==> src/common/gmem_pkg.sv <==
`default_nettype none

package gmem_pkg;

   typedef logic [31:0] gmem_addr_t;
   typedef logic [31:0] gmem_data_t;
   typedef logic [1:0]  axi_id_t;
   typedef logic [15:0] beat_len_t;

   typedef enum logic [1:0] {
      job_copy = 2'd0,
      job_fill = 2'd1,
      job_sum  = 2'd2
   } job_kind_t;

   // one word on its way from reader to writer
   typedef struct packed {
      gmem_data_t data;
      logic       last;
   } gmem_beat_t;

   localparam int BURST_LEN = 8;

   localparam axi_id_t RD_ID = 2'd1;
   localparam axi_id_t WR_ID = 2'd2;

   localparam logic [1:0] AXI_OKAY   = 2'b00;
   localparam logic [1:0] AXI_SLVERR = 2'b10;

   // host register map, byte offsets
   localparam gmem_addr_t REG_SRC     = 32'h00;
   localparam gmem_addr_t REG_DST     = 32'h04;
   localparam gmem_addr_t REG_LEN     = 32'h08;
   localparam gmem_addr_t REG_PATTERN = 32'h0C;
   localparam gmem_addr_t REG_CTRL    = 32'h10;
   localparam gmem_addr_t REG_STATUS  = 32'h14;
   localparam gmem_addr_t REG_SUM     = 32'h18;

endpackage

`default_nettype wire

==> src/dma/burst_reader.sv <==
`timescale 1ns/1ps
`default_nettype none

module burst_reader import gmem_pkg::*; (
   input  logic       clk,
   input  logic       nrst,
   input  logic       job_start,
   input  job_kind_t  kind,
   input  gmem_addr_t src,
   input  beat_len_t  len,
   output gmem_addr_t m_araddr,
   output logic [7:0] m_arlen,
   output logic       m_arvalid,
   input  logic       m_arready,
   output axi_id_t    m_arid,
   input  gmem_data_t m_rdata,
   input  logic       m_rlast,
   input  logic       m_rvalid,
   output logic       m_rready,
   input  axi_id_t    m_rid,
   output gmem_beat_t beat_out,
   output logic       push,
   input  logic       full,
   output gmem_data_t sum
);

   beat_len_t bursts_left;
   beat_len_t beats_left;
   logic      rd_beat;

   assign m_arlen  = 8'(BURST_LEN - 1);
   assign m_arid   = RD_ID;
   assign m_rready = ~full;
   assign rd_beat  = m_rvalid & m_rready & (m_rid == RD_ID);

   assign push          = rd_beat;
   assign beat_out.data = m_rdata;
   // rlast closes a burst, the counter closes the job
   assign beat_out.last = m_rlast && (beats_left == beat_len_t'(1));

   always_ff @(posedge clk) begin
      if (nrst) begin
         m_arvalid   <= 1'b0;
         bursts_left <= '0;
         beats_left  <= '0;
         sum         <= '0;
      end else if (job_start) begin
         sum      <= '0;
         m_araddr <= src;
         if (kind != job_fill) begin
            bursts_left <= len >> $clog2(BURST_LEN);
            beats_left  <= len;
         end
      end else begin
         if (m_arvalid && m_arready) begin
            m_arvalid   <= 1'b0;
            m_araddr    <= m_araddr + gmem_addr_t'(BURST_LEN * 4);
            bursts_left <= bursts_left - 1'b1;
         end else if (!m_arvalid && bursts_left != '0) begin
            m_arvalid <= 1'b1;
         end

         if (rd_beat) begin
            sum        <= sum + m_rdata;
            beats_left <= beats_left - 1'b1;
         end
      end
   end

endmodule

`default_nettype wire

==> config.mk <==
export PLATFORM = sky130hd
export DESIGN_NAME = burst_reader
export DESIGN_NICKNAME = d
export VERILOG_FILES = /design/src/common/gmem_pkg.sv /design/src/dma/burst_reader.sv
export SDC_FILE = /design/constraint.sdc
export NUM_CORES = 1
export LEC_CHECK = 0
export BUFFER_PORTS_ARGS = -buffer_cell sky130_fd_sc_hd__buf_2
export CORE_ASPECT_RATIO = 1.5
export CORE_MARGIN = 2
export CORE_UTILIZATION = 25
export CTS_CLUSTER_SIZE = 40
export DETAILED_ROUTE_END_ITERATION = 10
export GPL_TIMING_DRIVEN = 0
export PLACE_DENSITY = 0.52
export SLEW_MARGIN = 20
export SYNTH_ARGS = -nofsm -noshare
export SYNTH_HDL_FRONTEND = slang
export SYNTH_SLANG_ARGS = --single-unit
==> constraint.sdc <==
create_clock -name clk -period 7.34 [get_ports clk]
set_input_delay 0.367 -clock clk [delete_from_list [all_inputs] [get_ports clk]]
set_output_delay 0.367 -clock clk [all_outputs]
set_load 0.05 [all_outputs]
Yosys cells after proc, flatten, opt, wreduce, memory -nomap -nowiden
Cells that the tools add are included.
{"block": "op_classes", "muxes": 10, "n_addsub": 4, "reduce_logical": 13, "n_bitwise": 5, "n_eq_ne": 4}
{"cell": "$mux W16", "n": 6}
{"cell": "$mux W32", "n": 2}
{"cell": "$add A32 B32 Y32", "n": 1}
{"cell": "$add A32 B6 Y32 const B", "n": 1}
{"cell": "$sub A16 B1 Y16 const B", "n": 2}
{"cell": "$eq A16 B1 Y1 const B", "n": 1}
{"cell": "$reduce_bool A16 Y1", "n": 1}
{"cell": "$reduce_and A2 Y1", "n": 4}
{"cell": "$reduce_bool A2 Y1", "n": 3}
{"cell": "$ne A2 B1 Y1 const B", "n": 2}
{"cell": "$logic_and A1 B1 Y1", "n": 3}
{"cell": "$not A1 Y1", "n": 3}
{"cell": "$and A1 B1 Y1", "n": 2}
{"cell": "$eq A2 B1 Y1 const B", "n": 1}
{"cell": "$mux W1", "n": 2}
{"cell": "$reduce_or A2 Y1", "n": 1}
{"cell": "$logic_not A1 Y1", "n": 1}
{"block": "word_totals", "output_inout_bits": 110, "wordCells": 41, "ff_bits": 97}

Logic depth before layout (Yosys ltp)
{"block": "logic_depth", "ltp_word": 5, "mapped_depth": 9}

Worst setup path before layout
Ideal clock, no wire load.
{"block": "synth_timing", "path_type": "reg2out", "startpoint": "register beats_left[7]", "endpoint": "output beat_out[0] (netlist bit)", "arrival_time_ps": 3071, "path_stages_with_launch": 5, "slack_ps": 3902, "path_buffers": 0, "t_required_ps": 6973, "cell_sequence": "dfxtp_1 -> or3_4 -> or3_1 -> or4_1 -> nor4_1"}
{"element": "start, declared", "line": "burst_reader.sv:28", "source": "beat_len_t beats_left;"}
{"element": "start signal, assigned", "line": "burst_reader.sv:52", "source": "beats_left <= len;"}
{"element": "start signal, assigned", "line": "burst_reader.sv:65", "source": "beats_left <= beats_left - 1'b1;"}
{"element": "end, declared", "line": "burst_reader.sv:21", "source": "output gmem_beat_t beat_out,"}

==> metrics.txt <==
Die X=between 100 and 150 um; relative slew slack=0.5179; FF/Latch Area=~2300 um^2; crit-path max cell delay=0.49 ns; clock buffer count from CTS=9; first-pass GRT wire length=approximately 36 mm; CTS H-Tree Depth=3; Final Max Tran Viols=0; CORE AREA=27220 um^2; GPL Wtd Cong=0.8513; Setup crit start kind=flop; clock root buffer=clkbuf_16; Syn-to-layout area delta=24.83%; DPL Wire Length=17.93 mm; CTS Hold Bufs=0; Worst-path clk slew=around 0.080 ns; drc violations=0; CP bufs+invs=1; Leak Pwr=0.003762 uW; Cell Count, Final, Fillers Out=~1400; YS warnings=0; register area share after synthesis=0.3282; area occupied by multi-input gates=4036 um^2; worst setup path class=flop to primary output; endpoints failing setup=0; main area contributors after synthesis=dfxtp_1, edfxtp_1, nand2_1; status=finished, final reports clean; Post-Place Cells=1389; Final period util=0.4230; post-route setup TNS=0 ns; Rows=74; Required @ worst endpoint=6.97 ns; worst reg-to-reg path cell count=9; CTS-repair resized insts=0; maximum VDD drop=0.1236 mV; Yosys reg bits=a little under 100; Pre-antenna DRT Iters=4; RSZ-0062 raised after global routing=false; DRT Wirelength=22.94 mm; ys async rst share=0; CP max-delay cell=or4_1; clk_skew=0.01195 ns; Final min period=3.105 ns; Port Buffer Count=188; Remaining Overflow, GRT=0; Worst Setup End Kind=primary output; Mapped Avg Cell Area=8.109 um^2; top cells by count, synth=nand2_1, o21ai_0, dfxtp_1; Vias=6930; Post-synth EDFFs=32; Top delay family on crit path=simple AND/OR/NAND/NOR gates; Worst path depth=5; Post-CTS Setup Repair Bufs=0; Die Y=about 210 um; initial antenna violation count=2; Worst-Skew Late Latency=0.36 ns; IO Pins=201; measured slew at the worst slew-check pin=approximately 0.72 ns; Overall Global Routing Usage=0.1574; CTS tree=done; top-area cell type share of the netlist area=0.1888; # nets final=between 1000 and 1500; hold crit path type=primary input to flop; utilization after layout=0.3161; Power Dens Cells=approximately 170 nW/um^2; Fill cells=2952; drt via density=4.929; top_reg_cell synth=dfxtp_1; hold depth=3; Starting Density=0.2532; cell with the most instances after synthesis=nand2_1; critical-path cell list=or3_4, or3_1, or4_1, nor4_1, buf_2; vias in the first global route=6866; DIE AREA=28940 um^2; CTS Sinks=97; worst path arrival time=between 2 and 3 ns; drt wl/cell=16.32 um; Post-Syn Area=around 6900 um^2; Netlist cell types=72; largest net degree at the start of global routing=18; Max FO, Critical Path=5; DRT iter0 DRCs=285; layout cells sized above 1=0.2662; FMAX=322.1 MHz; Post-DRT Antenna Nets=0; Fin. Hold Viols=0; max-capacitance violation count=0; worst-case clock buffer depth=2; largest area contributor in the netlist=dfxtp_1; gate count after technology mapping=850
final timing paths:
check,startpoint,to,slack (ns)
worst max register to register,sum[0],sum[22],4.28
worst min register to register,sum[10],sum[10],0.47
worst min-delay path,src[30],m_araddr[30],0.27
worst max-delay path,beats_left[7],beat_out[0],4.24
flip-flops by register name, indices dropped and copies added, names as in the netlist:
| name | cells |
|---|---|
| m_araddr | 32 |
| sum | 32 |
| m_arvalid | 1 |
| bursts_left | 16 |
| beats_left | 16 |
per-stage QoR:
| step | hold slack [ns] | total power, uW | worst slack, ns | cell area, um^2 |
|---|---|---|---|---|
| finish | 0.2740 | 1464 | 4.235 | 8605 |
| global route | 0.2831 | 1542 | 4.022 | 8602 |
| CTS | 0.2603 | 1484 | 4.160 | 8602 |
| detailed placement | 0.4648 | 1002 | 4.097 | 8327 |
| global placement | 0.4554 | 998.6 | 3.965 | 8292 |
| floorplan | 0.4533 | 891.6 | 3.902 | 6923 |
worst register-to-register path: cells and delay by family, from the launching register on:
family / cells / cell delay [ns]
AOI/OAI and AO/OA: 6 / 1.79
DFF: 1 / 0.33
adders and majority gates: 2 / 0.64
xor gates and xnor gates: 1 / 0.17
where the power goes:
| part | switching [uW] | leakage (uW) | internal [uW] |
|---|---|---|---|
| clock network | 238 | 0.000131 | 235 |
| registers | 27.1 | 0.000830 | 585 |
| logic | 254 | 0.00280 | 125 |
layout make-up:
cell class / instances / share of cell area
inverters: 25 / 0.01091
diodes: 1 / 0.0002908
clock inverters: 5 / 0.004944
repair buffers: 189 / 0.1125
multi-input cells: 649 / 0.4691
well taps: 342 / 0.04973
clock buffers: 11 / 0.02705
flip-flops and latches: 97 / 0.2629
plain buffers: 87 / 0.06253
routing by layer:
| layer | up-vias | routed length [um] | GRT usage |
|---|---|---|---|
| met5 | - | 14 | 0 |
| met3 | 49 | 1317 | 0.02884 |
| li1 | 3442 | - | - |
| met4 | 2 | 788 | 0.06966 |
| met1 | 3194 | 9247 | 0.1790 |
| met2 | 243 | 11580 | 0.2848 |
cells by family (layout without fill, tap and decap cells):
kind of cell,count (synthesis),count (layout),synth area share
simple gates,303,303,0.2069
compound gates,248,248,0.2380
buf+inv,112,317,0.09167
flops,97,97,0.3282
xor+xnor,47,47,0.05972
fa+ha+maj,37,37,0.06825
mux,4,4,0.006172
other cells,2,11,0.001090
cell usage in the layout (no fill, tap or decap), types with 4 or more instances in the layout:
cell type and count:
a22oi_1 13, or3_1 10, and2_1 8, o211ai_1 9, nand3_1 23, nand2b_1 6, a21o_1 13, or2_2 5
buf_2 195, nor2_1 49, o311ai_0 4, nor4_1 4, nand2_1 130, a211oi_1 5, o21bai_1 11, dfxtp_1 65
o31ai_1 9, xnor2_1 22, a21oi_1 59, clkbuf_16 9, buf_6 5, conb_1 10, and3_1 11, edfxtp_1 32
buf_4 44, xor2_1 25, a31oi_1 5, o21ai_0 68, ha_1 36, buf_1 4, inv_1 25, clkbuf_1 29
nor3_1 18, o21a_1 10, or4_1 5, nand4_1 21
Note: power is estimated with default switching activity, not from simulation.
