==> src/common/gmem_pkg.sv <==
`default_nettype none

package gmem_pkg;

   typedef logic [31:0] gmem_addr_t;
   typedef logic [31:0] gmem_data_t;
   typedef logic [1:0]  axi_id_t;
   typedef logic [15:0] beat_len_t;

   typedef enum logic [1:0] {
      job_copy = 2'd0,
      job_fill = 2'd1,
      job_sum  = 2'd2
   } job_kind_t;

   // one word on its way from reader to writer
   typedef struct packed {
      gmem_data_t data;
      logic       last;
   } gmem_beat_t;

   localparam int BURST_LEN = 8;

   localparam axi_id_t RD_ID = 2'd1;
   localparam axi_id_t WR_ID = 2'd2;

   localparam logic [1:0] AXI_OKAY   = 2'b00;
   localparam logic [1:0] AXI_SLVERR = 2'b10;

   // host register map, byte offsets
   localparam gmem_addr_t REG_SRC     = 32'h00;
   localparam gmem_addr_t REG_DST     = 32'h04;
   localparam gmem_addr_t REG_LEN     = 32'h08;
   localparam gmem_addr_t REG_PATTERN = 32'h0C;
   localparam gmem_addr_t REG_CTRL    = 32'h10;
   localparam gmem_addr_t REG_STATUS  = 32'h14;
   localparam gmem_addr_t REG_SUM     = 32'h18;

endpackage

`default_nettype wire

==> src/verilog/job_regs.sv <==
`timescale 1ns/1ps
`default_nettype none

module job_regs import gmem_pkg::*; (
   input  logic       clk,
   input  logic       nrst,
   input  gmem_addr_t s_awaddr,
   input  logic       s_awvalid,
   output logic       s_awready,
   input  gmem_data_t s_wdata,
   input  logic       s_wvalid,
   output logic       s_wready,
   output logic [1:0] s_bresp,
   output logic       s_bvalid,
   input  logic       s_bready,
   input  gmem_addr_t s_araddr,
   input  logic       s_arvalid,
   output logic       s_arready,
   output gmem_data_t s_rdata,
   output logic [1:0] s_rresp,
   output logic       s_rvalid,
   input  logic       s_rready,
   output gmem_addr_t src,
   output gmem_addr_t dst,
   output beat_len_t  len,
   output gmem_data_t pattern,
   output job_kind_t  kind,
   output logic       job_start,
   input  logic       job_done,
   input  gmem_data_t sum
);

   logic       busy;
   logic       done;
   logic       wr_fire;
   logic       rd_fire;
   gmem_data_t rd_word;
   logic       rd_ok;

   // write needs both channels at once and no response pending
   assign wr_fire   = s_awvalid & s_wvalid & ~s_bvalid;
   assign s_awready = wr_fire;
   assign s_wready  = wr_fire;
   assign rd_fire   = s_arvalid & ~s_rvalid;
   assign s_arready = rd_fire;

   always_comb begin
      rd_word = '0;
      rd_ok   = 1'b1;
      case (s_araddr)
         REG_SRC:     rd_word = src;
         REG_DST:     rd_word = dst;
         REG_LEN:     rd_word = gmem_data_t'(len);
         REG_PATTERN: rd_word = pattern;
         REG_CTRL:    rd_word = gmem_data_t'(kind);
         REG_STATUS:  rd_word = {30'b0, done, busy};
         REG_SUM:     rd_word = sum;
         default:     rd_ok = 1'b0;
      endcase
   end

   always_ff @(posedge clk) begin
      if (nrst) begin
         s_bvalid  <= 1'b0;
         s_rvalid  <= 1'b0;
         job_start <= 1'b0;
         busy      <= 1'b0;
         done      <= 1'b0;
         kind      <= job_copy;
      end else begin
         job_start <= 1'b0;
         if (wr_fire) begin
            s_bvalid <= 1'b1;
            s_bresp  <= AXI_OKAY;
            case (s_awaddr)
               REG_SRC:     src <= s_wdata;
               REG_DST:     dst <= s_wdata;
               REG_LEN:     len <= s_wdata[15:0];
               REG_PATTERN: pattern <= s_wdata;
               REG_CTRL: begin
                  // the running job keeps its kind
                  if (!busy) begin
                     kind <= job_kind_t'(s_wdata[1:0]);
                     if (s_wdata[4]) begin
                        job_start <= 1'b1;
                        busy      <= 1'b1;
                        done      <= 1'b0;
                     end
                  end
               end
               REG_STATUS, REG_SUM: ;
               default: s_bresp <= AXI_SLVERR;
            endcase
         end else if (s_bready) begin
            s_bvalid <= 1'b0;
         end

         if (rd_fire) begin
            s_rvalid <= 1'b1;
            s_rdata  <= rd_word;
            s_rresp  <= rd_ok ? AXI_OKAY : AXI_SLVERR;
         end else if (s_rready) begin
            s_rvalid <= 1'b0;
         end

         if (job_done) begin
            busy <= 1'b0;
            done <= 1'b1;
         end
      end
   end

endmodule

`default_nettype wire
==> config.mk <==
export PLATFORM = sky130hd
export DESIGN_NAME = job_regs
export DESIGN_NICKNAME = d
export VERILOG_FILES = /design/src/common/gmem_pkg.sv /design/src/verilog/job_regs.sv
export SDC_FILE = /design/constraint.sdc
export NUM_CORES = 1
export LEC_CHECK = 0
export ABC_AREA = 1
export BUFFER_PORTS_ARGS = -buffer_cell sky130_fd_sc_hd__buf_2
export CAP_MARGIN = 10
export CORE_MARGIN = 2
export CORE_UTILIZATION = 47
export DETAILED_ROUTE_END_ITERATION = 8
export HOLD_SLACK_MARGIN = 0.08
export PLACE_DENSITY = 0.8
export SLEW_MARGIN = 20
export SYNTH_ARGS = -nofsm -noshare
export SYNTH_HDL_FRONTEND = slang
export SYNTH_SLANG_ARGS = --single-unit
==> constraint.sdc <==
create_clock -name clk -period 3.7 [get_ports clk]
set_input_delay 0.37 -clock clk [delete_from_list [all_inputs] [get_ports clk]]
set_output_delay 0.37 -clock clk [all_outputs]
set_load 0.05 [all_outputs]
; ---- After elaboration in Yosys (flattened, before gate mapping)
; Index checks and enable logic that the tools add are counted.
[totals]
ff_bits = 155
inputBits = 136
[op_classes]
mux = 15
eq_ne = 13
n_reduce_logical = 20
bitwise = 9
[op_table]
columns = op, count
row1 = $pmux W32 S7, 1
row2 = $eq A32 B5 Y1 const B, 6
row3 = $eq A32 B4 Y1 const B, 4
row4 = $eq A32 B3 Y1 const B, 2
row5 = $logic_not A32 Y1, 2
row6 = $reduce_and A3 Y1, 5
row7 = $reduce_or A7 Y1, 2
row8 = $mux W1, 12
row9 = $reduce_bool A2 Y1, 5
row10 = $not A1 Y1, 6
row11 = $reduce_and A2 Y1, 3
row12 = $mux W2, 2
row13 = $reduce_and A4 Y1, 1
row14 = $reduce_or A4 Y1, 1
row15 = $and A1 B1 Y1, 3
row16 = $ne A2 B2 Y1 const B, 1
row17 = $reduce_or A2 Y1, 1

; ---- Depth between registers and ports, before layout
[logic_depth]
ltp_word = 5
ltp_mapped = 11

; ---- Least setup slack after synthesis
; OpenSTA, ideal clock, no wires.
[synth_timing]
path_kind = flip-flop to flip-flop
start = register s_bvalid
end = register dst[0] (enable)
arrival_time_ns = 3.144
stages_incl_launch_ff = 6
path_slack_ns = 0.135
path_cell_list = dfxtp_1 > nor2_1 > inv_1 > nor2_1 > nand2b_1 > nor2_1
[synth_between]
elab_chain_cells = 3
[synth_rtl]
columns = item, line
row1 = "start, declared", job_regs.sv:14  ; output logic s_bvalid,
row2 = "start signal, assigned", job_regs.sv:64  ; s_bvalid <= 1'b0;
row3 = "start signal, assigned", job_regs.sv:73  ; s_bvalid <= 1'b1;
row4 = "start signal, assigned", job_regs.sv:95  ; s_bvalid <= 1'b0;
row5 = $not A1 Y1, job_regs.sv:41  ; assign wr_fire = s_awvalid & s_wvalid & ~s_bvalid;
row6 = $and A1 B1 Y1, job_regs.sv:41
row7 = net s_awready, job_regs.sv:9  ; output logic s_awready,
row8 = $reduce_and A3 Y1 (no source line), --
row9 = "end signal, assigned", job_regs.sv:77  ; REG_DST: dst <= s_wdata;
row10 = "end, declared", job_regs.sv:24  ; output gmem_addr_t dst,
; The timed path passes the listed nets, and every way through them passes these cells.
; A chain may end at the register's enable or synchronous reset.

; ---- Final worst setup path
[layout_timing]
start = register s_bvalid
end = register dst[9] (enable)
[layout_between]
elab_chain_cells = 3
[layout_rtl]
columns = item, line
row1 = $not A1 Y1, job_regs.sv:41
row2 = $and A1 B1 Y1, job_regs.sv:41
row3 = $reduce_and A3 Y1 (no source line), --
; Every way passes these cells.

==> metrics.md <==
| Metric | Value |
|---|---|
| Worst EP arrival | `2.07 ns` |
| CP max FO | `32` |
| Overflow after GRT | `0` |
| Final Cycle Share | `54.9%` |
| Bufs on Longest Clock Path | `2` |
| Post-synthesis async set-or-reset flop share | `0%` |
| Worst Path Required | `3.74 ns` |
| Final Hold Viols | `0` |
| Nets | `1000` |
| Post-synthesis xor/xnor area fraction | `0%` |
| Core Region | `0.0132 mm^2` |
| # IOs | `292` |
| Die W | `120 um` |
| Tmin final | `2.03 ns` |
| Rows | `42` |
| Fillers | `1043` |
| Worst vdd ir | `0.303 mV` |
| Reg clk slew, reported paths | `0.06 ns` |
| Synth top area share | `69.2%` |
| Synth area leader | `edfxtp_1` |
| Routed wire per std cell | `15.8 um` |
| Slew margin rel. | `28.0%` |
| Max-slew violation count | `0` |
| Vias/cell | `4.95` |
| Placer congestion estimate | `0.842` |
| Hold Crit Class | `in2reg` |
| Drt drc | `0` |
| Initial antenna violation count | `0` |
| Vias in the first global route | `5204` |
| Startpoint types | `flip-flop` |
| Post-synthesis mux area share | `0%` |
| Family with the most delay on the worst path | `simple AND/OR/NAND/NOR gates` |
| Post-CTS Hold Buffers | `0` |
| #FFs+latches synth | `153` |
| FMAX | `492 MHz` |
| H-tree Lvls | `4` |
| Slew @ Worst Pin | `1.08 ns` |
| Simple-gate share of the synthesized area | `22.7%` |
| Mapped Avg Cell Area | `11.2 um^2` |
| Mapped Cells | `568` |
| Status | `finished, final reports clean` |
| Post-CTS Setup Inserts | `0` |
| PortBufs | `289` |
| Most frequent CP cell | `nor2_1` |
| Vias | `5207` |
| Die height | `120 um` |
| Synth Area in Compound Gates | `0.672%` |
| Post-synthesis adder-cell area fraction | `0%` |
| Crit-path max cell delay | `0.44 ns` |
| Post-DP HPWL | `11800 um` |
| Post-Route WL | `16600 um` |
| First-pass GRT wire length | `25800 um` |
| Starting DRT DRC Count | `346` |
| Yosys cell types | `24` |
| Max Cap Viol | `0` |
| WS Path Type | `reg2reg` |
| CTS tree | `built` |
| Overall Global Routing Usage | `23.5%` |
| N_diodes | `0` |
| Final hold slack | `0.165 ns` |
| TritonCTS Buffers | `17` |
| Setup slack, reg-to-reg | `1.67 ns` |
| Initial Util | `48.0%` |
| Post_cts resized | `0` |
| Final setup fails | `0` |
| Register area share after synthesis | `71.4%` |
| Clock Latency Late Sink | `0.41 ns` |
| Layout cells sized above 1 | `38.4%` |
| Slowest library cell on the worst path | `buf_4` |
| Die ar. | `0.0144 mm^2` |
| CTS root buffer | `clkbuf_16` |
| Synthesized area | `0.00633 mm^2` |
| Syn. warnings | `0` |
| Worst Skew | `0.00808 ns` |
| Leakage power | `3.67 nW` |
| Largest net degree at the start of global routing | `34` |
| Sink Count | `153` |
| RSZ-0062 raised after global routing | `no` |
| Synth-to-layout area growth | `34.0%` |
| Buf/Inv on CP | `2` |
| Cell Pwr Density | `442 mW/mm^2` |
| Post-Route Setup TNS | `0 ns` |
| Crit path cell chain | `nor2_1 > inv_1 > nor2_1 > nand2b_1 > nor2_4 > buf_4` |
| Post-synth EDFFs | `146` |
| Area contributors post-synth | `edfxtp_1 69%, nand2_1 12%, nor2_1 4.1%, nand4_1 3.0%, inv_1 2.7%` |
| Most used DFF post-synth | `edfxtp_1` |
| Final ANT Viol Nets | `0` |
| Largest family of logic cells by synthesized area | `simple AND/OR/NAND/NOR gates` |
| Critical path endpoint category | `flip-flop` |
| First-pass iteration count of the detailed router | `7` |
## cell families after synthesis
kind of cell,count (synthesis)
AND/OR/NAND/NOR,341
flip-flops,153
buffers and inverters,65
AO/OA/AOI/OAI,8
other,1
## placed cells by master, fill, tap and decap left out
cell / count
nor2_2: 6
clkinv_4: 1
clkbuf_1: 3
nor2_4: 8
bufinv_16: 3
a21oi_1: 6
buf_2: 289
clkbuf_16: 17
nand2b_1: 1
o21bai_1: 1
inv_2: 1
nand2_4: 1
edfxtp_1: 146
nand2_1: 208
nand2_2: 1
nand4_1: 30
inv_1: 46
dfxtp_1: 7
nand3_1: 19
nor2_1: 64
buf_4: 4
nor3b_1: 1
clkinv_2: 4
clkinv_1: 2
o21ai_0: 1
conb_1: 2
nor3_1: 2
clkinvlp_4: 1
## sequential cells by signal (all words and copies together) (netlist names)
signal     flops
s_rdata       32
pattern       32
s_rvalid       1
job_start      1
len           16
s_bresp        1
kind           2
busy           1
done           1
s_bvalid       1
dst           32
src           32
s_rresp        1
## path summary, 6_finish.rpt
kind | startpoint | to | depth (start not counted)
min | s_wdata[19] | pattern[19]$_DFFE_PP_ | 1
max | s_bvalid$_SDFFE_PP0P_ | dst[9]$_DFFE_PP_ | 6
min reg2reg | s_rvalid$_SDFFE_PP0P_ | s_rvalid$_SDFFE_PP0P_ | 2
max reg2reg | s_bvalid$_SDFFE_PP0P_ | dst[9]$_DFFE_PP_ | 6
## layer usage
| metal | track usage [%] | vias up | part of all wire (%) |
|---|---|---|---|
| met4 | 11.2 | 0 | 2.4 |
| li1 | - | 2492 | - |
| met1 | 26.8 | 2386 | 37 |
| met3 | 7.98 | 38 | 10 |
| met2 | 39.7 | 291 | 50 |
| met5 | 0 | - | 0 |
## area by class of cell
type,count,area (um^2),share of cell area [%]
flip-flops and latches,153,4520,53.3
multi-input cells,351,1520,17.9
repair buffers,293,1480,17.4
clock buffers,20,437,5.14
well taps,176,220,2.59
inverters,48,181,2.14
clock inverters,10,129,1.52
## report_power, final
group / total (mW) / internal (mW) / switching (mW)
Combinational: 0.185 / 0.0689 / 0.116
Sequential: 1.91 / 1.90 / 0.00342
Clock: 1.66 / 1.04 / 0.619
## cells in the mapped netlist, types with 2 or more instances
| cell | number |
|---|---|
| nand2_1 | 208 |
| edfxtp_1 | 146 |
| nor2_1 | 69 |
| inv_1 | 46 |
| nand4_1 | 30 |
| nand3_1 | 19 |
| buf_6 | 7 |
| dfxtp_1 | 7 |
| a21oi_1 | 6 |
| buf_4 | 6 |
| nor2_2 | 5 |
| nor2_4 | 4 |
| buf_2 | 3 |
| nor3_1 | 2 |
## metrics by stage
step / total power, mW / area [um^2] / std cells / util, % / worst slack, ns
6_report: 3.76 / 8490 / 1051 / 64.4 / 1.67
5_1_grt: 3.87 / 8490 / 1051 / 64.4 / 1.46
4_1_cts: 3.78 / 8490 / 1051 / 64.4 / 1.64
3_5_place_dp: 2.13 / 7930 / 1021 / 60.1 / 1.43
3_3_place_gp: 2.12 / 7930 / 1021 / 60.1 / 1.49
2_1_floorplan: 2.03 / 6340 / 569 / - / 0.135
Note: power is estimated with default switching activity, not from simulation.
