**src/common/gmem_pkg.sv**
```systemverilog
`default_nettype none

package gmem_pkg;

   typedef logic [31:0] gmem_addr_t;
   typedef logic [31:0] gmem_data_t;
   typedef logic [1:0]  axi_id_t;
   typedef logic [15:0] beat_len_t;

   typedef enum logic [1:0] {
      job_copy = 2'd0,
      job_fill = 2'd1,
      job_sum  = 2'd2
   } job_kind_t;

   // one word on its way from reader to writer
   typedef struct packed {
      gmem_data_t data;
      logic       last;
   } gmem_beat_t;

   localparam int BURST_LEN = 8;

   localparam axi_id_t RD_ID = 2'd1;
   localparam axi_id_t WR_ID = 2'd2;

   localparam logic [1:0] AXI_OKAY   = 2'b00;
   localparam logic [1:0] AXI_SLVERR = 2'b10;

   // host register map, byte offsets
   localparam gmem_addr_t REG_SRC     = 32'h00;
   localparam gmem_addr_t REG_DST     = 32'h04;
   localparam gmem_addr_t REG_LEN     = 32'h08;
   localparam gmem_addr_t REG_PATTERN = 32'h0C;
   localparam gmem_addr_t REG_CTRL    = 32'h10;
   localparam gmem_addr_t REG_STATUS  = 32'h14;
   localparam gmem_addr_t REG_SUM     = 32'h18;

endpackage

`default_nettype wire

```
**src/dma/burst_writer.sv**
```systemverilog
`timescale 1ns/1ps
`default_nettype none

module burst_writer import gmem_pkg::*; (
   input  logic       clk,
   input  logic       nrst,
   input  logic       job_start,
   input  job_kind_t  kind,
   input  gmem_addr_t dst,
   input  beat_len_t  len,
   input  gmem_data_t pattern,
   input  gmem_beat_t beat_in,
   input  logic       empty,
   output logic       pop,
   output gmem_addr_t m_awaddr,
   output logic [7:0] m_awlen,
   output logic       m_awvalid,
   input  logic       m_awready,
   output axi_id_t    m_awid,
   output gmem_data_t m_wdata,
   output logic [3:0] m_wstrb,
   output logic       m_wlast,
   output logic       m_wvalid,
   input  logic       m_wready,
   input  logic       m_bvalid,
   output logic       m_bready,
   input  axi_id_t    m_bid,
   output logic       job_done
);

   localparam int BEAT_W = $clog2(BURST_LEN);
   localparam logic [BEAT_W-1:0] LAST_BEAT = BEAT_W'(BURST_LEN - 1);

   typedef enum logic [1:0] {wr_idle, wr_addr, wr_data, wr_resp} wr_state_t;

   wr_state_t         state;
   beat_len_t         bursts_left;
   logic [BEAT_W-1:0] beat_cnt;
   logic [2:0]        outstanding;
   logic              w_fire;
   logic              b_fire;

   assign m_awlen   = 8'(BURST_LEN - 1);
   assign m_awid    = WR_ID;
   assign m_awvalid = (state == wr_addr);
   assign m_wstrb   = '1;
   assign m_wlast   = (beat_cnt == LAST_BEAT);
   assign m_bready  = 1'b1;
   assign w_fire    = m_wvalid & m_wready;
   assign b_fire    = m_bvalid & m_bready & (m_bid == WR_ID);

   // beat source depends on the job kind
   always_comb begin
      m_wvalid = 1'b0;
      m_wdata  = beat_in.data;
      pop      = 1'b0;
      if (state == wr_data) begin
         case (kind)
            job_fill: begin
               m_wvalid = 1'b1;
               m_wdata  = pattern;
            end
            job_copy: begin
               m_wvalid = ~empty;
               pop      = ~empty & m_wready;
            end
            default: pop = ~empty;
         endcase
      end
   end

   always_ff @(posedge clk) begin
      if (nrst) begin
         state       <= wr_idle;
         outstanding <= '0;
         job_done    <= 1'b0;
      end else begin
         job_done    <= 1'b0;
         outstanding <= outstanding + 3'(w_fire & m_wlast) - 3'(b_fire);
         case (state)
            wr_idle: begin
               if (job_start) begin
                  m_awaddr    <= dst;
                  bursts_left <= len >> BEAT_W;
                  beat_cnt    <= '0;
                  state       <= (kind == job_sum) ? wr_data : wr_addr;
               end
            end
            wr_addr: begin
               if (m_awready) begin
                  state <= wr_data;
               end
            end
            wr_data: begin
               if (kind == job_sum) begin
                  // drain only
                  if (!empty && beat_in.last) begin
                     job_done <= 1'b1;
                     state    <= wr_idle;
                  end
               end else if (w_fire) begin
                  beat_cnt <= beat_cnt + 1'b1;
                  if (m_wlast) begin
                     m_awaddr    <= m_awaddr + gmem_addr_t'(BURST_LEN * 4);
                     bursts_left <= bursts_left - 1'b1;
                     state <= (bursts_left == beat_len_t'(1)) ? wr_resp : wr_addr;
                  end
               end
            end
            default: begin
               if (b_fire && outstanding == 3'd1) begin
                  job_done <= 1'b1;
                  state    <= wr_idle;
               end
            end
         endcase
      end
   end

endmodule

`default_nettype wire

```
**config.mk**
```make
export PLATFORM = sky130hd
export DESIGN_NAME = burst_writer
export DESIGN_NICKNAME = d
export VERILOG_FILES = /design/src/common/gmem_pkg.sv /design/src/dma/burst_writer.sv
export SDC_FILE = /design/constraint.sdc
export NUM_CORES = 1
export LEC_CHECK = 0
export ABC_AREA = 1
export ABC_CLOCK_PERIOD_IN_PS = 3800
export BUFFER_PORTS_ARGS = -buffer_cell sky130_fd_sc_hd__buf_2
export CAP_MARGIN = 20
export CORE_MARGIN = 2
export CORE_UTILIZATION = 42
export DETAILED_ROUTE_END_ITERATION = 6
export GPL_TIMING_DRIVEN = 0
export HOLD_SLACK_MARGIN = 0.06
export PLACE_DENSITY = 0.85
export SYNTH_ARGS = -nofsm -noshare
export SYNTH_HDL_FRONTEND = slang
export SYNTH_SLANG_ARGS = --single-unit
```
**constraint.sdc**
```tcl
create_clock -name clk -period 3.8 [get_ports clk]
set_clock_uncertainty 0.2 [all_clocks]
set_input_delay 0.19 -clock clk [delete_from_list [all_inputs] [get_ports clk]]
set_output_delay 0.19 -clock clk [all_outputs]
set_load 0.005 [all_outputs]
```
======== After elaboration in Yosys (flattened, before gate mapping) ========
Cells that the tools add are included.
storage, ports and cells
  word-level logic and storage cells ...... 78
  output and inout bits ................... 84
  flip-flop bits (word level) ............. 57
cells by class
  bitwise gates (word level) .............. 6
  eq/ne operators ......................... 16
  multiplexer cells ....................... 34
  add/sub/neg operators ................... 5
  reductions and logical operators ........ 11
operator list
  cell                                                   count
  two-way mux 32 bit                                     6
  two-way mux 16 bit                                     4
  case mux 32 bit (2 select lines)                       1
  adder 32 x 6 -> 32 bit (second input constant)         1
  case mux 16 bit (2 select lines)                       1
  two-way mux 2 bit                                      9
  equality test 16 x 1 -> 1 bit (second input constant)  1
  subtractor 16 x 1 -> 16 bit (second input constant)    1
  AND reduction 6 bit                                    2
  two-way mux 3 bit                                      3
  != test 3 x 2 -> 1 bit (second input constant)         3
  != test 2 bit (second input constant)                  4
  equality test 2 bit (second input constant)            3
  case mux 1 bit (2 select lines)                        3
  case mux 2 bit (3 select lines)                        1
  case mux 3 bit (2 select lines)                        1
  two-way mux 1 bit                                      5
  AND reduction 5 bit                                    1
  bitwise AND 1 bit                                      4
  equality test 2 x 1 -> 1 bit (second input constant)   2
  logical NOT 2 bit                                      2
  nonzero test 4 bit                                     1
  adder 3 x 1 -> 3 bit                                   1
  adder 3 x 1 -> 3 bit (second input constant)           1
  9 further kinds                                        11

======== Depth between registers and ports, before layout ========
  depth after elaboration ................. 7
  mapped depth ............................ 12
  mapped depth without buffers ............ 11

======== Least setup slack after synthesis ========
Ideal clock, no wire load.
  kind .................................... register -> register
  start ................................... reg state[0]
  end ..................................... reg bursts_left[0], enable pin
  required time ........................... 3.157 ns
  data arrival time ....................... 2.895 ns
  slack ................................... 0.261 ns
  setup time .............................. 0.443 ns
  buffers on the path ..................... 1
  period minus slack after synthesis ...... 3.539 ns
  stages on the path, launching flop included .. 9
  path through ............................ dfxtp_1 > inv_1 > ha_1 > buf_4 > inv_2 > nand2_1 > nand2_1 > nand3_1 > nor2_1
between the ends
  word-level cells in the longest chain between the ends .. 5
  elaborated cells on any way between the ends .. 10
RTL lines
  item                                    RTL line                                source
  start: declaration                      burst_writer.sv:36                      wr_state_t state;
  start signal: assignment                burst_writer.sv:74                      state <= wr_idle;
  start signal: assignment                burst_writer.sv:86                      state <= (kind == job_sum) ? wr_data : wr_addr;
  start signal: assignment                burst_writer.sv:91                      state <= wr_data;
  equality test 2 bit                     burst_writer.sv:57, burst_writer.sv:80
  two-way mux 1 bit                       burst_writer.sv:57                      if (state == wr_data) begin
  bitwise AND 1 bit                       burst_writer.sv:49                      assign w_fire = m_wvalid & m_wready;
  != test 2 bit (no source line)          n/a
  AND reduction 6 bit (no source line) *  n/a
  end signal: assignment                  burst_writer.sv:84                      bursts_left <= len >> BEAT_W;
  end signal: assignment                  burst_writer.sv:105                     bursts_left <= bursts_left - 1'b1;
  end: declaration                        burst_writer.sv:37                      beat_len_t bursts_left;
Mark *: on every way between the ends. The rest lies on a longest branch, timed or not.
A chain may end at the register's enable or synchronous reset.

======== Worst setup path after layout ========
  start ................................... reg state[0]
  end ..................................... reg bursts_left[3], enable pin
The elaborated chain is that of the path after synthesis.

==> run summary <==
CP Max Fanout - 23
Ys Warns - 0
Peak supply drop - 0.258 mV
# rows - 36
Overflow after GRT - 0
Max Used Layer - met4
Remaining antenna violation count - 0
Most frequent cell after synthesis - nand2_1
Num CTS Buffers - 9
Sequential share of the synthesized area - 39.2%
Outcome - complete, no violations
Area delta synth->final - 43.6%
Top cells by count, synth - nand2_1 (174), nor2_1 (87), edfxtp_1 (51), inv_1 (48), mux2_2 (32)
FF+latch count, synth - 57
CP endpoint kind - flip-flop
I/O Pins - 208
Fin nets - 943
Mapped Avg Cell Area - 7.71 um^2
Ys async rst share - 0%
Tmin final - 2650 ps
Final WS setup - 1150 ps
Leakage - 2.95 nW
Utilization after layout - 62.0%
DIE WIDTH - 104 um
Share of cells above drive strength 1 - 33.9%
Core area - 9770 um^2
Max Freq - 377 MHz
Setup slack, reg-to-reg - 1150 ps
Iter 0 DRT Violations - 267
Setup TNS - 0 ps
Placed Cells - 883
Final Max Tran Viols - 0
H-Tree Level Count - 3
Skew-Pair Late Insertion Delay - 340 ps
Share of the synthesized area in the top cell type - 36.3%
HPWL after detailed placement - 11,100 um
Clk pin slew, worst setup/hold paths - 70 ps
Worst R2R Start - state[0]$_SDFFE_PP0P_
Largest net degree at the start of global routing - 24
Worst setup path class - flip-flop to flip-flop
Metal2 WL - 7180 um
Initial antenna violation count - 5
CP Data Required Time - 3640 ps
Post-place setup slack - 1160 ps
Max-Cap Viols - 0
Worst EP arrival - 2490 ps
GP Congestion - 0.936
Worst slew pin tran - 731 ps
DRC violations left - 0
RSZ-0062 raised after global routing - false
Commonest register cell after synthesis - edfxtp_1
Finished Layout Cells - 950
Cells after Synth - 547
Seq. cell area - 1650 um^2
Power Dens Cells - 478 nW/um^2
Root Buffer Master - clkbuf_8
Synth Cell Area - 4220 um^2
Starting Density - 43.2%
Reg2Reg Depth - 9
Buffers on Ports - 189
Vias in the first global route - 4,537
FILL cells - 855
Hold_sp - beat_in[0]
Metal3 WL - 1080 um
Wire per inst - 15.2 um
Fin Hold WS - 83.6 ps
Worst hold path class - input pin to flip-flop
CP startpoint kind - flip-flop
TritonRoute pass-1 iters - 5
Height of the die - 104 um
Fin crit share - 69.8%
Total Routing Usage GR - 26.2%
Die area - 10,900 um^2
EDFF count, synth - 51
Hold EP - job_done$_SDFF_PP0_
Sink Count - 57
Final Hold Vio Count - 0
DRT met1 WL - 5530 um
Multi-input logic area - 2260 um^2
Vias per inst - 4.90
TritonCTS clock tree - built
Post-CTS Setup Bufs - 0
Hold path cells - 4
Longest Clk Path Bufs - 2
Final setup viols - 0
Cell variety after synth - 37
First-pass GRT wire length - 22,100 um
Total wire length - 14,400 um
Main area contributors after synthesis - edfxtp_1 (36%), nand2_1 (15%), mux2_2 (8.5%), nor2_1 (7.7%), inv_1 (4.3%)
Synth area leader - edfxtp_1
Vias - 4,654
Worst slew margin - 50.9%
Reg-to-reg endpoint - bursts_left[3]$_DFFE_PP_
metal layers:
| metal | vias to the layer above | track usage, % |
|---|---|---|
| met2 | 257 | 46.0 |
| li1 | 2261 | - |
| met5 | - | 0 |
| met4 | 0 | 16.3 |
| met3 | 39 | 6.52 |
| met1 | 2097 | 28.4 |
how the worst max path moves through the flow:
stage | from | end | depth (start not counted)
2_1_floorplan | state[0]$_SDFFE_PP0P_ | bursts_left[0]$_DFFE_PP_ | 8
3_3_place_gp | state[0]$_SDFFE_PP0P_ | bursts_left[4]$_DFFE_PP_ | 8
3_5_place_dp | state[0]$_SDFFE_PP0P_ | bursts_left[4]$_DFFE_PP_ | 9
4_1_cts | state[0]$_SDFFE_PP0P_ | bursts_left[13]$_SDFFCE_PP0P_ | 9
5_1_grt | state[0]$_SDFFE_PP0P_ | bursts_left[3]$_DFFE_PP_ | 9
6_report | state[0]$_SDFFE_PP0P_ | bursts_left[3]$_DFFE_PP_ | 9
through the flow:
step	power, mW	cell area [um^2]
after CTS	2.88	6050
after global routing	3.09	6060
after detailed placement	2.33	5410
final	2.89	6060
after floorplan	1.85	4270
after global placement	2.28	5380
worst max-delay path, cell delays in order (launching register included):
cell and delay, ps:
dfxtp_1 380, inv_1 80, ha_1 190, buf_4 170
inv_2 190, nand2_1 110, nand2_1 80, nand3_1 130
nor2_4 540, buf_16 250
kinds of logic (layout without fill, tap and decap cells):
group | count (synthesis) | after routing | synth area share [%]
and+or+nand+nor | 307 | 307 | 30.8
buffers and inverters | 78 | 330 | 8.48
DFF | 57 | 57 | 39.2
AOI/OAI and AO/OA | 42 | 42 | 5.55
muxes | 32 | 32 | 8.54
xor gates and xnor gates | 17 | 17 | 3.53
adders and majority gates | 12 | 12 | 3.74
other | 2 | 20 | 0.178
layout by cell type, fill, tap and decap left out, types with 3 or more instances in the layout:
cell	n
edfxtp_1	51
clkbuf_1	6
nor2_1	86
o21ai_0	11
dlygate4sd3_1	46
nand3b_1	9
buf_4	16
o21ai_1	10
clkinv_2	3
buf_2	193
nor2_2	6
a31oi_1	7
nand3_1	16
mux2_2	32
xnor2_1	8
dfxtp_1	6
nand2_1	174
xor2_1	9
clkbuf_8	9
nor3_1	5
inv_1	48
ha_1	11
conb_1	15
diode_2	5
a21oi_1	9
flip-flops by register name (all words and copies together), names as in the netlist:
| register | count |
|---|---|
| m_awaddr | 32 |
| job_done | 1 |
| outstanding | 3 |
| beat_cnt | 3 |
| bursts_left | 16 |
| state | 2 |
power breakdown:
| part | switching, mW | total [mW] | internal (mW) |
|---|---|---|---|
| Clock | 0.278 | 0.512 | 0.235 |
| Sequential | 0.201 | 1.17 | 0.966 |
| Combinational | 0.712 | 1.21 | 0.502 |
| Total | 1.19 | 2.89 | 1.70 |
what timing repair did:
item / 4_1_cts / 5_1_grt
hold buffers: 46 / 0
endpoints found under the hold margin: 51 / 0
gates resized for setup: 0 / 0
cell type report:
class | instances | area share, %
multi-input combinational | 425 | 37.4
sequential | 57 | 27.3
timing repair buffer | 236 | 23.7
inverter | 50 | 3.10
buffer | 28 | 2.81
tap | 133 | 2.75
clock buffer | 9 | 2.04
clock inverter | 7 | 0.785
antenna | 5 | 0.207
No activity file was read; power rests on OpenSTA's default activity.
