## src/common/gmem_pkg.sv

```systemverilog
`default_nettype none

package gmem_pkg;

   typedef logic [31:0] gmem_addr_t;
   typedef logic [31:0] gmem_data_t;
   typedef logic [1:0]  axi_id_t;
   typedef logic [15:0] beat_len_t;

   typedef enum logic [1:0] {
      job_copy = 2'd0,
      job_fill = 2'd1,
      job_sum  = 2'd2
   } job_kind_t;

   // one word on its way from reader to writer
   typedef struct packed {
      gmem_data_t data;
      logic       last;
   } gmem_beat_t;

   localparam int BURST_LEN = 8;

   localparam axi_id_t RD_ID = 2'd1;
   localparam axi_id_t WR_ID = 2'd2;

   localparam logic [1:0] AXI_OKAY   = 2'b00;
   localparam logic [1:0] AXI_SLVERR = 2'b10;

   // host register map, byte offsets
   localparam gmem_addr_t REG_SRC     = 32'h00;
   localparam gmem_addr_t REG_DST     = 32'h04;
   localparam gmem_addr_t REG_LEN     = 32'h08;
   localparam gmem_addr_t REG_PATTERN = 32'h0C;
   localparam gmem_addr_t REG_CTRL    = 32'h10;
   localparam gmem_addr_t REG_STATUS  = 32'h14;
   localparam gmem_addr_t REG_SUM     = 32'h18;

endpackage

`default_nettype wire

```

## src/dma/beat_fifo.sv

```systemverilog
`timescale 1ns/1ps
`default_nettype none

module beat_fifo import gmem_pkg::*; #(
   parameter int FIFO_DEPTH_W = 3
) (
   input  logic       clk,
   input  logic       nrst,
   input  logic       push,
   input  gmem_beat_t beat_in,
   output logic       full,
   input  logic       pop,
   output gmem_beat_t beat_out,
   output logic       empty
);

   localparam int DEPTH = 2 ** FIFO_DEPTH_W;

   gmem_beat_t              mem [DEPTH];
   logic [FIFO_DEPTH_W-1:0] wr_ptr;
   logic [FIFO_DEPTH_W-1:0] rd_ptr;
   logic [FIFO_DEPTH_W:0]   count;
   logic                    do_push;
   logic                    do_pop;

   assign full     = (count == (FIFO_DEPTH_W + 1)'(DEPTH));
   assign empty    = (count == '0);
   assign do_push  = push & ~full;
   assign do_pop   = pop & ~empty;
   // fall-through head
   assign beat_out = mem[rd_ptr];

   always_ff @(posedge clk) begin
      if (do_push) begin
         mem[wr_ptr] <= beat_in;
      end
   end

   always_ff @(posedge clk) begin
      if (nrst) begin
         wr_ptr <= '0;
         rd_ptr <= '0;
         count  <= '0;
      end else begin
         if (do_push) begin
            wr_ptr <= wr_ptr + 1'b1;
         end
         if (do_pop) begin
            rd_ptr <= rd_ptr + 1'b1;
         end
         count <= count + (FIFO_DEPTH_W + 1)'(do_push) - (FIFO_DEPTH_W + 1)'(do_pop);
      end
   end

endmodule

`default_nettype wire

```

## config.mk

```make
export PLATFORM = sky130hd
export DESIGN_NAME = beat_fifo
export DESIGN_NICKNAME = d
export VERILOG_FILES = /design/src/common/gmem_pkg.sv /design/src/dma/beat_fifo.sv
export SDC_FILE = /design/constraint.sdc
export NUM_CORES = 1
export LEC_CHECK = 0
export CORE_MARGIN = 2
export CORE_UTILIZATION = 54
export CTS_BUF_LIST = sky130_fd_sc_hd__clkbuf_16
export DETAILED_ROUTE_END_ITERATION = 10
export DONT_BUFFER_PORTS = 1
export PLACE_DENSITY = 0.69
export SLEW_MARGIN = 20
export SYNTH_ARGS = -nofsm -noshare
export SYNTH_HDL_FRONTEND = slang
export SYNTH_SLANG_ARGS = --single-unit
```

## constraint.sdc

```tcl
create_clock -name clk -period 5.5 [get_ports clk]
set_input_delay 0 -clock clk [delete_from_list [all_inputs] [get_ports clk]]
set_output_delay 0 -clock clk [all_outputs]
set_load 0.02 [all_outputs]
```

* Word level (Yosys, flattened, before mapping) *
Memory sizes are Yosys's and may differ from the RTL's. A register that Yosys moved wholly into a read port is not among the register bits.
Cells that the tools add are included.

cells by class
  reductions and logical operators = 1
  bitwise operators = 4
  add/sub/neg operators = 4
  mux-type cells = 4
  equal/unequal tests = 1

operators with widths
  kind                                          number
  adder 3 x 1 -> 3 bit (second input constant)  2
  2-to-1 mux 3 bit                              2
  adder 4 x 1 -> 4 bit                          1
  == test 4 bit (second input constant)         1
  logical NOT 4 bit                             1
  subtractor 4 x 1 -> 4 bit                     1
  AND 1 bit                                     2
  2-to-1 mux 1 bit                              2
  NOT 1 bit                                     2

word-level totals
  RAM bits = 264
  bits in registers = 10
  memories kept = 1
  word-level logic and storage cells = 18
  bits of input ports = 37
  output and inout port bits = 35

memories
  memory  words  width  rd ports  clocked after memory_dff  write ports  line             text
  mem     8      33     1         1                         1            beat_fifo.sv:19  gmem_beat_t mem [DEPTH];

* Logic depth before layout (Yosys ltp) *
Gate-level depths: netlist (run 1).

  depth after elaboration = 5
  gate-level depth with buffers = 11
  depth with buffers taken out = 10

* Worst setup path before layout (run 1) *
OpenSTA, ideal clock, no wires.

  path kind = flip-flop to flip-flop
  start = register count[2]
  end = memory mem[0][0] in the netlist's numbering, enable pin
  period minus slack after synthesis = 4.579 ns
  arrival = 4.073 ns
  setup slack = 0.921 ns
  setup time = 0.506 ns
  stages on the path, launching flop included = 6
  path buffers = 0
  path through = dfxtp_1 inv_1 ha_1 or3b_2 nand2_1 nor4_1

between the ends
  cells in the longest elaborated chain, start to end = 5

RTL lines
  element                                 line             text
  from (decl)                             beat_fifo.sv:22  logic [FIFO_DEPTH_W:0] count;
  from (signal assigned)                  beat_fifo.sv:51  count <= count + (FIFO_DEPTH_W + 1)'(do_push) - (FIFO_DEPTH_W + 1)'(do_pop);
  == test 4 bit                           beat_fifo.sv:26  assign full = (count == (FIFO_DEPTH_W + 1)'(DEPTH));
  NOT 1 bit                               beat_fifo.sv:28  assign do_push = push & ~full;
  AND 1 bit                               beat_fifo.sv:28
  2-to-1 mux 1 bit                        beat_fifo.sv:34  if (do_push) begin
  2-to-1 mux 1 bit (not written as such)  beat_fifo.sv:35  mem[wr_ptr] <= beat_in;
  to (decl)                               beat_fifo.sv:19

No other way between the ends.

* Final worst setup path (run 1) *
  start = register count[2]
  end = register count[2]

between the ends
  elaborated cells on any way between the ends = 8
  classes of those cells = add/sub (2); eq/ne (1); bitwise (4); reduce/logical (1)

RTL lines
  element                    line             text
  logical NOT 4 bit          beat_fifo.sv:27  assign empty = (count == '0);
  net empty                  beat_fifo.sv:14  output logic empty
  NOT 1 bit                  beat_fifo.sv:29  assign do_pop = pop & ~empty;
  AND 1 bit                  beat_fifo.sv:29
  subtractor 4 x 1 -> 4 bit  beat_fifo.sv:51

The timed path passes the listed nets, and every way through them passes these cells.
A chain may end at the register's enable or synchronous reset.

==> impl_summary.log, run 1 <==
[metrics] per-cell via count in the routed design: 5.71
[metrics] first-iteration detailed-routing DRC count: 294
[metrics] setup fix buffers added after clock tree synthesis: 0
[metrics] DR vias: 4,611
[metrics] critical path start-end classification: register to register
[metrics] worst-case hold path end point: mem[6][1]
[metrics] number of synthesized flops with an enable pin: 264
[metrics] post-synthesis net count: 507
[metrics] post-synthesis register bit count: 277
[metrics] global placement routability congestion: 0.701
[metrics] top flip-flop cell by instance count after synthesis: sky130_fd_sc_hd__edfxtp_1
[metrics] summed negative setup slack over all endpoints: 0 ps
[metrics] count of placed standard cells in the final layout, fillers left out: 807
[metrics] floorplan die height: 144 um
[metrics] remaining antenna violation count: 0
[metrics] Die Width: 144 um
[metrics] portion of the post-synthesis area used by sequential elements: 77.2%
[metrics] top-area cell type share of the netlist area: 74.8%
[metrics] wire length of the first global-routing pass: 28,500 um
[metrics] total clock sinks: 277
[metrics] share of the cycle needed by the critical path after routing: 52.0%
[metrics] Tmin final: 2860 ps
[metrics] Port Buf Inserts: 0
[metrics] number of top-level pins: 72
[metrics] transition time at the pin with the least slew margin: 1110 ps
[metrics] Met1 Routed Length: 7770 um
[metrics] data required time of the worst path: 5890 ps
[metrics] maximum achievable frequency: 0.349 GHz
[metrics] standard cell core area: 19,300 um2
[metrics] pwr/cell area: 429 nW/um2
[metrics] drt first pass iters: 4
[metrics] worst reg-to-reg setup slack: 2640 ps
[metrics] CTS resizes: 0
[metrics] CP max FO: 7
[metrics] CTS tree: done
[metrics] peak supply drop: 0.369 mV
[metrics] clock latency at the later pin of the worst-skew pair: 520 ps
[metrics] CP peak stage delay: 730 ps
[metrics] Critical Path End Type: register
[metrics] number of instances in the synthesized netlist: 462
[metrics] area enclosed by the die boundary: 20,800 um2
[metrics] async set-or-reset flop fraction in the synthesized netlist: 0%
[metrics] number of global-route vias before repair: 5,015
[metrics] largest cells by area after synthesis: sky130_fd_sc_hd__edfxtp_1 (75%), sky130_fd_sc_hd__mux4_2 (14%), sky130_fd_sc_hd__mux2_2 (3.7%), sky130_fd_sc_hd__dfxtp_1 (2.5%), sky130_fd_sc_hd__ha_1 (0.83%)
[metrics] H-tree depth reported by CTS: 1
[metrics] final hold violation count: 0
[metrics] share of post-route cells with drive strength above 1: 31.5%
[metrics] average routed wire per standard cell: 23.3 um
[metrics] number of buffers created by CTS: 27
[metrics] cell taking the most area after synthesis: sky130_fd_sc_hd__edfxtp_1
[metrics] Max Cap Viol: 0
[metrics] total detailed-routing wirelength: 18,800 um
[metrics] endpoint of the worst-slack reg-to-reg timing path: count[2]
[metrics] deepest clock path buffer count: 3
[metrics] chain of cells forming the critical path: inv_1 > ha_1 > nor3b_1 > nor2b_1 > xnor2_1 > ha_1 > inv_1 > fa_1 > xor2_1 > nor2_1
[metrics] global routing usage summed across all routing layers: 18.7%
[metrics] Clk Tree Root Cell: sky130_fd_sc_hd__clkbuf_16
[metrics] Critical Path Slowest Stage Cell: sky130_fd_sc_hd__nor3b_1
[metrics] count of filler cells inserted in the layout: 1,324
[metrics] Area after DPL: 11,000 um2
[metrics] kind of launch point of the worst setup path: register
[metrics] met2 wirelength from detailed routing: 9370 um
[metrics] data arrival at the endpoint of the critical path: 3250 ps
[metrics] final routed DRC violation total: 0
[metrics] final HPWL from detailed placement: 9970 um
[metrics] maximum number of pins on one net before global-route repair: 67
[metrics] Crit path buffers/inverters: 2
[metrics] Min-Delay Path Class: primary input to register
[metrics] Unique masters post-synth: 29
[metrics] effective utilization at floorplan: 54.8%
[metrics] leakage power: 3.83 nW
[metrics] number of placed instances with taps included: 719
[metrics] Site Rows: 51
[metrics] number of buffers added to fix hold violations after cts: 37
[metrics] synthesized area: 10,600 um2
[metrics] cell depth of the worst min-delay path: 2
[metrics] mean post-synth cell area: 22.9 um2
[metrics] top routing layer in use: met4
[metrics] Final Max Slew Viols: 0
[metrics] post-CTS clock slew at the launch and capture registers of the worst setup and hold paths: 60 ps
[metrics] grt total ovfl: 0
[metrics] startpoint of the most critical register-to-register path: count[2]
[metrics] remaining max-slew budget at the tightest pin: 26.1%
[metrics] number of antenna violations at the first check in global routing: 3
[metrics] NumNets Final: 566
[metrics] start point of the worst hold path: push
[metrics] final setup violation count: 0
[metrics] total met3 wirelength after detailed routing: 1270 um
[metrics] outcome: finished, final reports clean
[metrics] final design area excluding fillers: 12,200 um2
[metrics] yosys warns: 0
[metrics] Core Util, Final: 63.3%
[metrics] CP delay by family, top: simple AND/OR/NAND/NOR gates
[metrics] Fin Clk Skew: 12.3 ps
[metrics] Register-to-Register Path Depth: 10
[metrics] setup repair after global routing missed its margin: false
[metrics] area growth from synthesis to final layout: 15.4%
[metrics] worst hold slack after final layout: 162 ps
worst max path at each step:
stage / startpoint / endpoint / slack (ps) / cells past startpoint
floorplan: count[2] / mem[0][0] / 920 / 5
detailed placement: count[2] / count[2] / 2640 / 10
finish: count[2] / count[2] / 2640 / 10
CTS: register / beat_out[32] / 2410 / 3
global route: count[2] / count[2] / 2420 / 10
global placement: count[2] / count[2] / 2750 / 10
synth_stat cells (2+ instances only):
master / number
sky130_fd_sc_hd__a21oi_1: 6
sky130_fd_sc_hd__buf_2: 5
sky130_fd_sc_hd__buf_6: 5
sky130_fd_sc_hd__clkbuf_1: 9
sky130_fd_sc_hd__dfxtp_1: 13
sky130_fd_sc_hd__edfxtp_1: 264
sky130_fd_sc_hd__ha_1: 7
sky130_fd_sc_hd__inv_1: 6
sky130_fd_sc_hd__mux2_2: 35
sky130_fd_sc_hd__mux2i_1: 2
sky130_fd_sc_hd__mux4_2: 66
sky130_fd_sc_hd__nand2_1: 5
sky130_fd_sc_hd__nand2b_1: 5
sky130_fd_sc_hd__nand3_1: 3
sky130_fd_sc_hd__nor2_1: 8
sky130_fd_sc_hd__nor2b_1: 4
sky130_fd_sc_hd__nor3_1: 4
sky130_fd_sc_hd__o21ai_0: 3
sky130_fd_sc_hd__or3_1: 2
routing by layer:
metal	track usage, %	vias up
met5	0	-
met4	5.06	0
met3	4.27	28
met2	32.1	130
met1	24.4	2405
li1	-	2048
stage by stage:
stage	setup slack [ps]	power, mW
2_1_floorplan	921	3.29
3_3_place_gp	2750	3.44
3_5_place_dp	2640	3.46
4_1_cts	2410	5.30
5_1_grt	2420	5.45
6_report	2640	5.26
state kept, by name (all words and copies together), names as in the netlist, named ones only:
register  count
count         4
mem         264
rd_ptr        3
wr_ptr        3
worst reg2reg max path, delay by kind of cell (launching register included):
kind                     cells  cell delay, ps
XOR/XNOR                     2             410
adder cells (fa/ha/maj)      3             740
buffers and inverters        2             160
flip-flops                   1             300
AND/OR/NAND/NOR              3            1120
cell type report:
cell class | count | area [um2] | area share [%]
clock inverters | 20 | 195 | 1.59
well taps | 265 | 332 | 2.71
multi-input cells | 159 | 2320 | 19.0
diodes | 3 | 7.51 | 0.0613
clock buffers | 27 | 676 | 5.52
flip-flops and latches | 277 | 8200 | 67.0
inverters | 6 | 22.5 | 0.184
repair buffers | 50 | 488 | 3.99
logic make-up after synthesis:
logic type / share of synthesized area (%)
flops: 77.2
mux: 18.0
simple gates: 1.71
buf+inv: 1.33
compound gates: 0.507
fa+ha+maj: 1.01
xor+xnor: 0.165
power breakdown:
part           internal, mW  switching [mW]  total, mW  leakage [nW]
registers              2.45           0.113       2.56          2.50
logic                 0.405           0.484      0.890         0.883
clock network          1.08           0.727       1.80         0.446
total                  3.93            1.32       5.26          3.83
layout by cell type (no fill, tap or decap), types with 3 or more instances in the layout:
master                          instances
sky130_fd_sc_hd__clkinv_1               3
sky130_fd_sc_hd__a21oi_1                6
sky130_fd_sc_hd__nand3_1                3
sky130_fd_sc_hd__buf_4                 12
sky130_fd_sc_hd__mux4_2                66
sky130_fd_sc_hd__nand2_1                5
sky130_fd_sc_hd__nor2_4                 3
sky130_fd_sc_hd__mux2_2                35
sky130_fd_sc_hd__nand2b_1               5
sky130_fd_sc_hd__nor2b_1                4
sky130_fd_sc_hd__nor2_1                 5
sky130_fd_sc_hd__nor3_2                 4
sky130_fd_sc_hd__diode_2                3
sky130_fd_sc_hd__bufinv_16              4
sky130_fd_sc_hd__edfxtp_1             264
sky130_fd_sc_hd__o21ai_0                3
sky130_fd_sc_hd__inv_1                  7
sky130_fd_sc_hd__clkbuf_16             27
sky130_fd_sc_hd__dlygate4sd3_1         37
sky130_fd_sc_hd__ha_1                   7
sky130_fd_sc_hd__dfxtp_1               10
sky130_fd_sc_hd__clkinv_2              12
Note: power is estimated with default switching activity, not from simulation.
==> run 2, diff against run 1 <==
--- a/config.mk
+++ b/config.mk
@@ -10,7 +10,7 @@
 export CTS_BUF_LIST = sky130_fd_sc_hd__clkbuf_16
 export DETAILED_ROUTE_END_ITERATION = 10
 export DONT_BUFFER_PORTS = 1
-export PLACE_DENSITY = 0.69
+export PLACE_DENSITY = 0.72
 export SLEW_MARGIN = 20
 export SYNTH_ARGS = -nofsm -noshare
 export SYNTH_HDL_FRONTEND = slang
==> constraint.sdc (replaced) <==
create_clock -name clk -period 2.58 [get_ports clk]
set_input_delay 0 -clock clk [delete_from_list [all_inputs] [get_ports clk]]
set_output_delay 0 -clock clk [all_outputs]
set_load 0.02 [all_outputs]
==> run 2 against run 1 <==
Net effect: first-iteration DRC count is 40% higher; register-to-register slack got worse by 2300 ps; non-clock buffer count increased by 9.
==> impl_summary.log, run 2 (synthesis results as in run 1) <==
[metrics] area growth from synthesis to final layout: 16.1% (was 15.4%)
[metrics] worst hold slack after final layout: 23.9 ps (was 162 ps)
[metrics] DR vias: 4,700 (was 4,611)
[metrics] outcome: finished, final reports clean (unchanged)
[metrics] share of post-route cells with drive strength above 1: 31.3% (was 31.5%)
[metrics] CP max FO: 19 (was 7)
[metrics] largest register by flop count: mem (unchanged)
[metrics] setup fix buffers added after clock tree synthesis: 0 (unchanged)
[metrics] Site Rows: 51 (unchanged)
[metrics] Clk Tree Root Cell: sky130_fd_sc_hd__clkbuf_16 (unchanged)
[metrics] data arrival at the endpoint of the critical path: 2380 ps (was 3250 ps)
[metrics] share of the cycle needed by the critical path after routing: 92.1%
[metrics] critical path start-end classification: register to output pin (was register to register)
[metrics] area of the multi-input gates: 2350 um2 (was 2320 um2)
[metrics] maximum achievable frequency: 0.421 GHz
[metrics] data required time of the worst path: 2580 ps (was 5890 ps)
[metrics] leakage power: 3.85 nW (was 3.83 nW)
[metrics] number of buffers created by CTS: 27 (unchanged)
[metrics] Core Util, Final: 63.7% (was 63.3%)
[metrics] pwr/cell area: 882 nW/um2 (was 429 nW/um2)
[metrics] remaining antenna violation count: 0 (unchanged)
[metrics] first-iteration detailed-routing DRC count: 411 (was 294)
[metrics] cell depth of the worst min-delay path: 2 (unchanged)
[metrics] ant diodes: 0 (was 3)
[metrics] Largest regs: mem: 264 flops, count: 4 flops (unchanged)
[metrics] deepest clock path buffer count: 3 (unchanged)
[metrics] area enclosed by the die boundary: 20,800 um2 (unchanged)
[metrics] Fin Clk Skew: 12.1 ps (was 12.3 ps)
[metrics] combined flip-flop and latch cell area: 8200 um2 (unchanged)
[metrics] standard cell core area: 19,300 um2 (unchanged)
[metrics] Area after DPL: 11,100 um2 (was 11,000 um2)
[metrics] worst setup slack before clock tree synthesis: 245 ps (was 2640 ps)
[metrics] Tmin final: 2380 ps
[metrics] final HPWL from detailed placement: 11,000 um (was 9970 um)
[metrics] remaining max-slew budget at the tightest pin: 60.1% (was 26.1%)
[metrics] Die Width: 144 um (unchanged)
[metrics] final routed DRC violation total: 0 (unchanged)
[metrics] global routing usage summed across all routing layers: 19.1% (was 18.7%)
[metrics] Max Cap Viol: 0 (unchanged)
[metrics] floorplan die height: 144 um (unchanged)
[metrics] per-cell via count in the routed design: 5.80 (was 5.71)
[metrics] most frequent cells in the layout: sky130_fd_sc_hd__edfxtp_1 (264), sky130_fd_sc_hd__mux4_2 (66), sky130_fd_sc_hd__dlygate4sd3_1 (37) (unchanged)
[metrics] Port Buf Inserts: 0 (unchanged)
[metrics] final hold violation count: 0 (unchanged)
[metrics] Min-Delay Path Class: primary input to register (unchanged)
[metrics] Critical Path End Type: output pin (was register)
[metrics] number of top-level pins: 72 (unchanged)
[metrics] count of filler cells inserted in the layout: 1,296 (was 1,324)
[metrics] maximum number of pins on one net before global-route repair: 34 (was 67)
[metrics] effective utilization at floorplan: 54.8% (unchanged)
[metrics] transition time at the pin with the least slew margin: 597 ps (was 1110 ps)
[metrics] kind of launch point of the worst setup path: register (unchanged)
[metrics] global placement routability congestion: 0.711 (was 0.701)
[metrics] peak supply drop: 0.618 mV (was 0.369 mV)
[metrics] most common cell after layout, fill and taps aside: sky130_fd_sc_hd__edfxtp_1 (unchanged)
[metrics] post-CTS clock slew at the launch and capture registers of the worst setup and hold paths: 60 ps (about the same)
[metrics] number of antenna violations at the first check in global routing: 0 (was 3)
[metrics] number of global-route vias before repair: 4,956 (was 5,015)
[metrics] Register-to-Register Path Depth: 10 (unchanged)
[metrics] CTS tree: done (unchanged)
[metrics] clock latency at the later pin of the worst-skew pair: 530 ps (was 520 ps)
[metrics] setup ws final: 204 ps (was 2640 ps)
[metrics] Final Max Slew Viols: 0 (unchanged)
[metrics] total detailed-routing wirelength: 19,000 um (was 18,800 um)
[metrics] flip-flop count of the largest register after layout: 264 (unchanged)
[metrics] wire length of the first global-routing pass: 29,000 um (was 28,500 um)
[metrics] final design area excluding fillers: 12,300 um2 (was 12,200 um2)
[metrics] grt total ovfl: 0 (unchanged)
[metrics] drt first pass iters: 4 (unchanged)
[metrics] NumNets Final: 575 (was 566)
[metrics] final setup violation count: 0 (unchanged)
[metrics] total clock sinks: 277 (unchanged)
[metrics] setup repair after global routing missed its margin: false (unchanged)
[metrics] average routed wire per standard cell: 23.4 um (was 23.3 um)
[metrics] H-tree depth reported by CTS: 1 (unchanged)
[run 2: changes by cell type in the layout (fill, tap and decap cells not counted), moves of 2 or more]
cell,change
sky130_fd_sc_hd__diode_2,-3
sky130_fd_sc_hd__buf_12,+6
sky130_fd_sc_hd__clkinv_2,-5
sky130_fd_sc_hd__nor3_2,-4
sky130_fd_sc_hd__nor3_4,+4
sky130_fd_sc_hd__buf_4,+2
sky130_fd_sc_hd__inv_1,+5
sky130_fd_sc_hd__bufinv_16,-4
[run 2: routing by layer]
| metal | track usage, % | vias up | wire length, um |
|---|---|---|---|
| met5 | 0 | - | 0 |
| met4 | 5.62 | 0 | 397 |
| met3 | 4.01 | 39 | 1160 |
| met2 | 32.6 | 138 | 9700 |
| met1 | 25.1 | 2462 | 7750 |
| li1 | - | 2061 | - |
[run 2: timing repair]
item                                   CTS  global route
hold buffers                            37             0
gates resized for setup                  0             0
endpoints found under the hold margin  277             0
[run 2: worst paths after layout]
kind / start / end / slack, ps
worst min-delay path: push / mem[7][6] / 20
worst min register to register: rd_ptr[1] / register / 540
worst max register to register: count[2] / count[2] / 290
worst max-delay path: register / beat_out[31] / 200
[run 2: metrics by stage]
step | setup TNS [ps] | power [mW] | instances
after CTS | 0 | 11.0 | 809
after detailed placement | 0 | 7.49 | 727
final | 0 | 10.9 | 811
after global placement | 0 | 7.41 | 727
after floorplan | -34410 | 7.02 | 462
after global routing | 0 | 11.3 | 811
[run 2: final cells by class]
class	count	area share [%]
clock buffers	27	5.49
clock inverters	18	0.660
inverters	6	0.183
multi-input cells	159	19.1
flip-flops and latches	277	66.6
well taps	265	2.69
repair buffers	59	5.28
[run 2: worst max-delay path, cell delays in order, from the launching register on]
cell and delay [ps]:
sky130_fd_sc_hd__dfxtp_4 590, sky130_fd_sc_hd__buf_4 350, sky130_fd_sc_hd__mux4_2 550, sky130_fd_sc_hd__mux2_2 350
[run 2: report_power, final]
group	switching [mW]	total, mW	internal [mW]
registers	0.136	5.36	5.22
logic	1.17	2.09	0.923
clock network	1.53	3.41	1.88
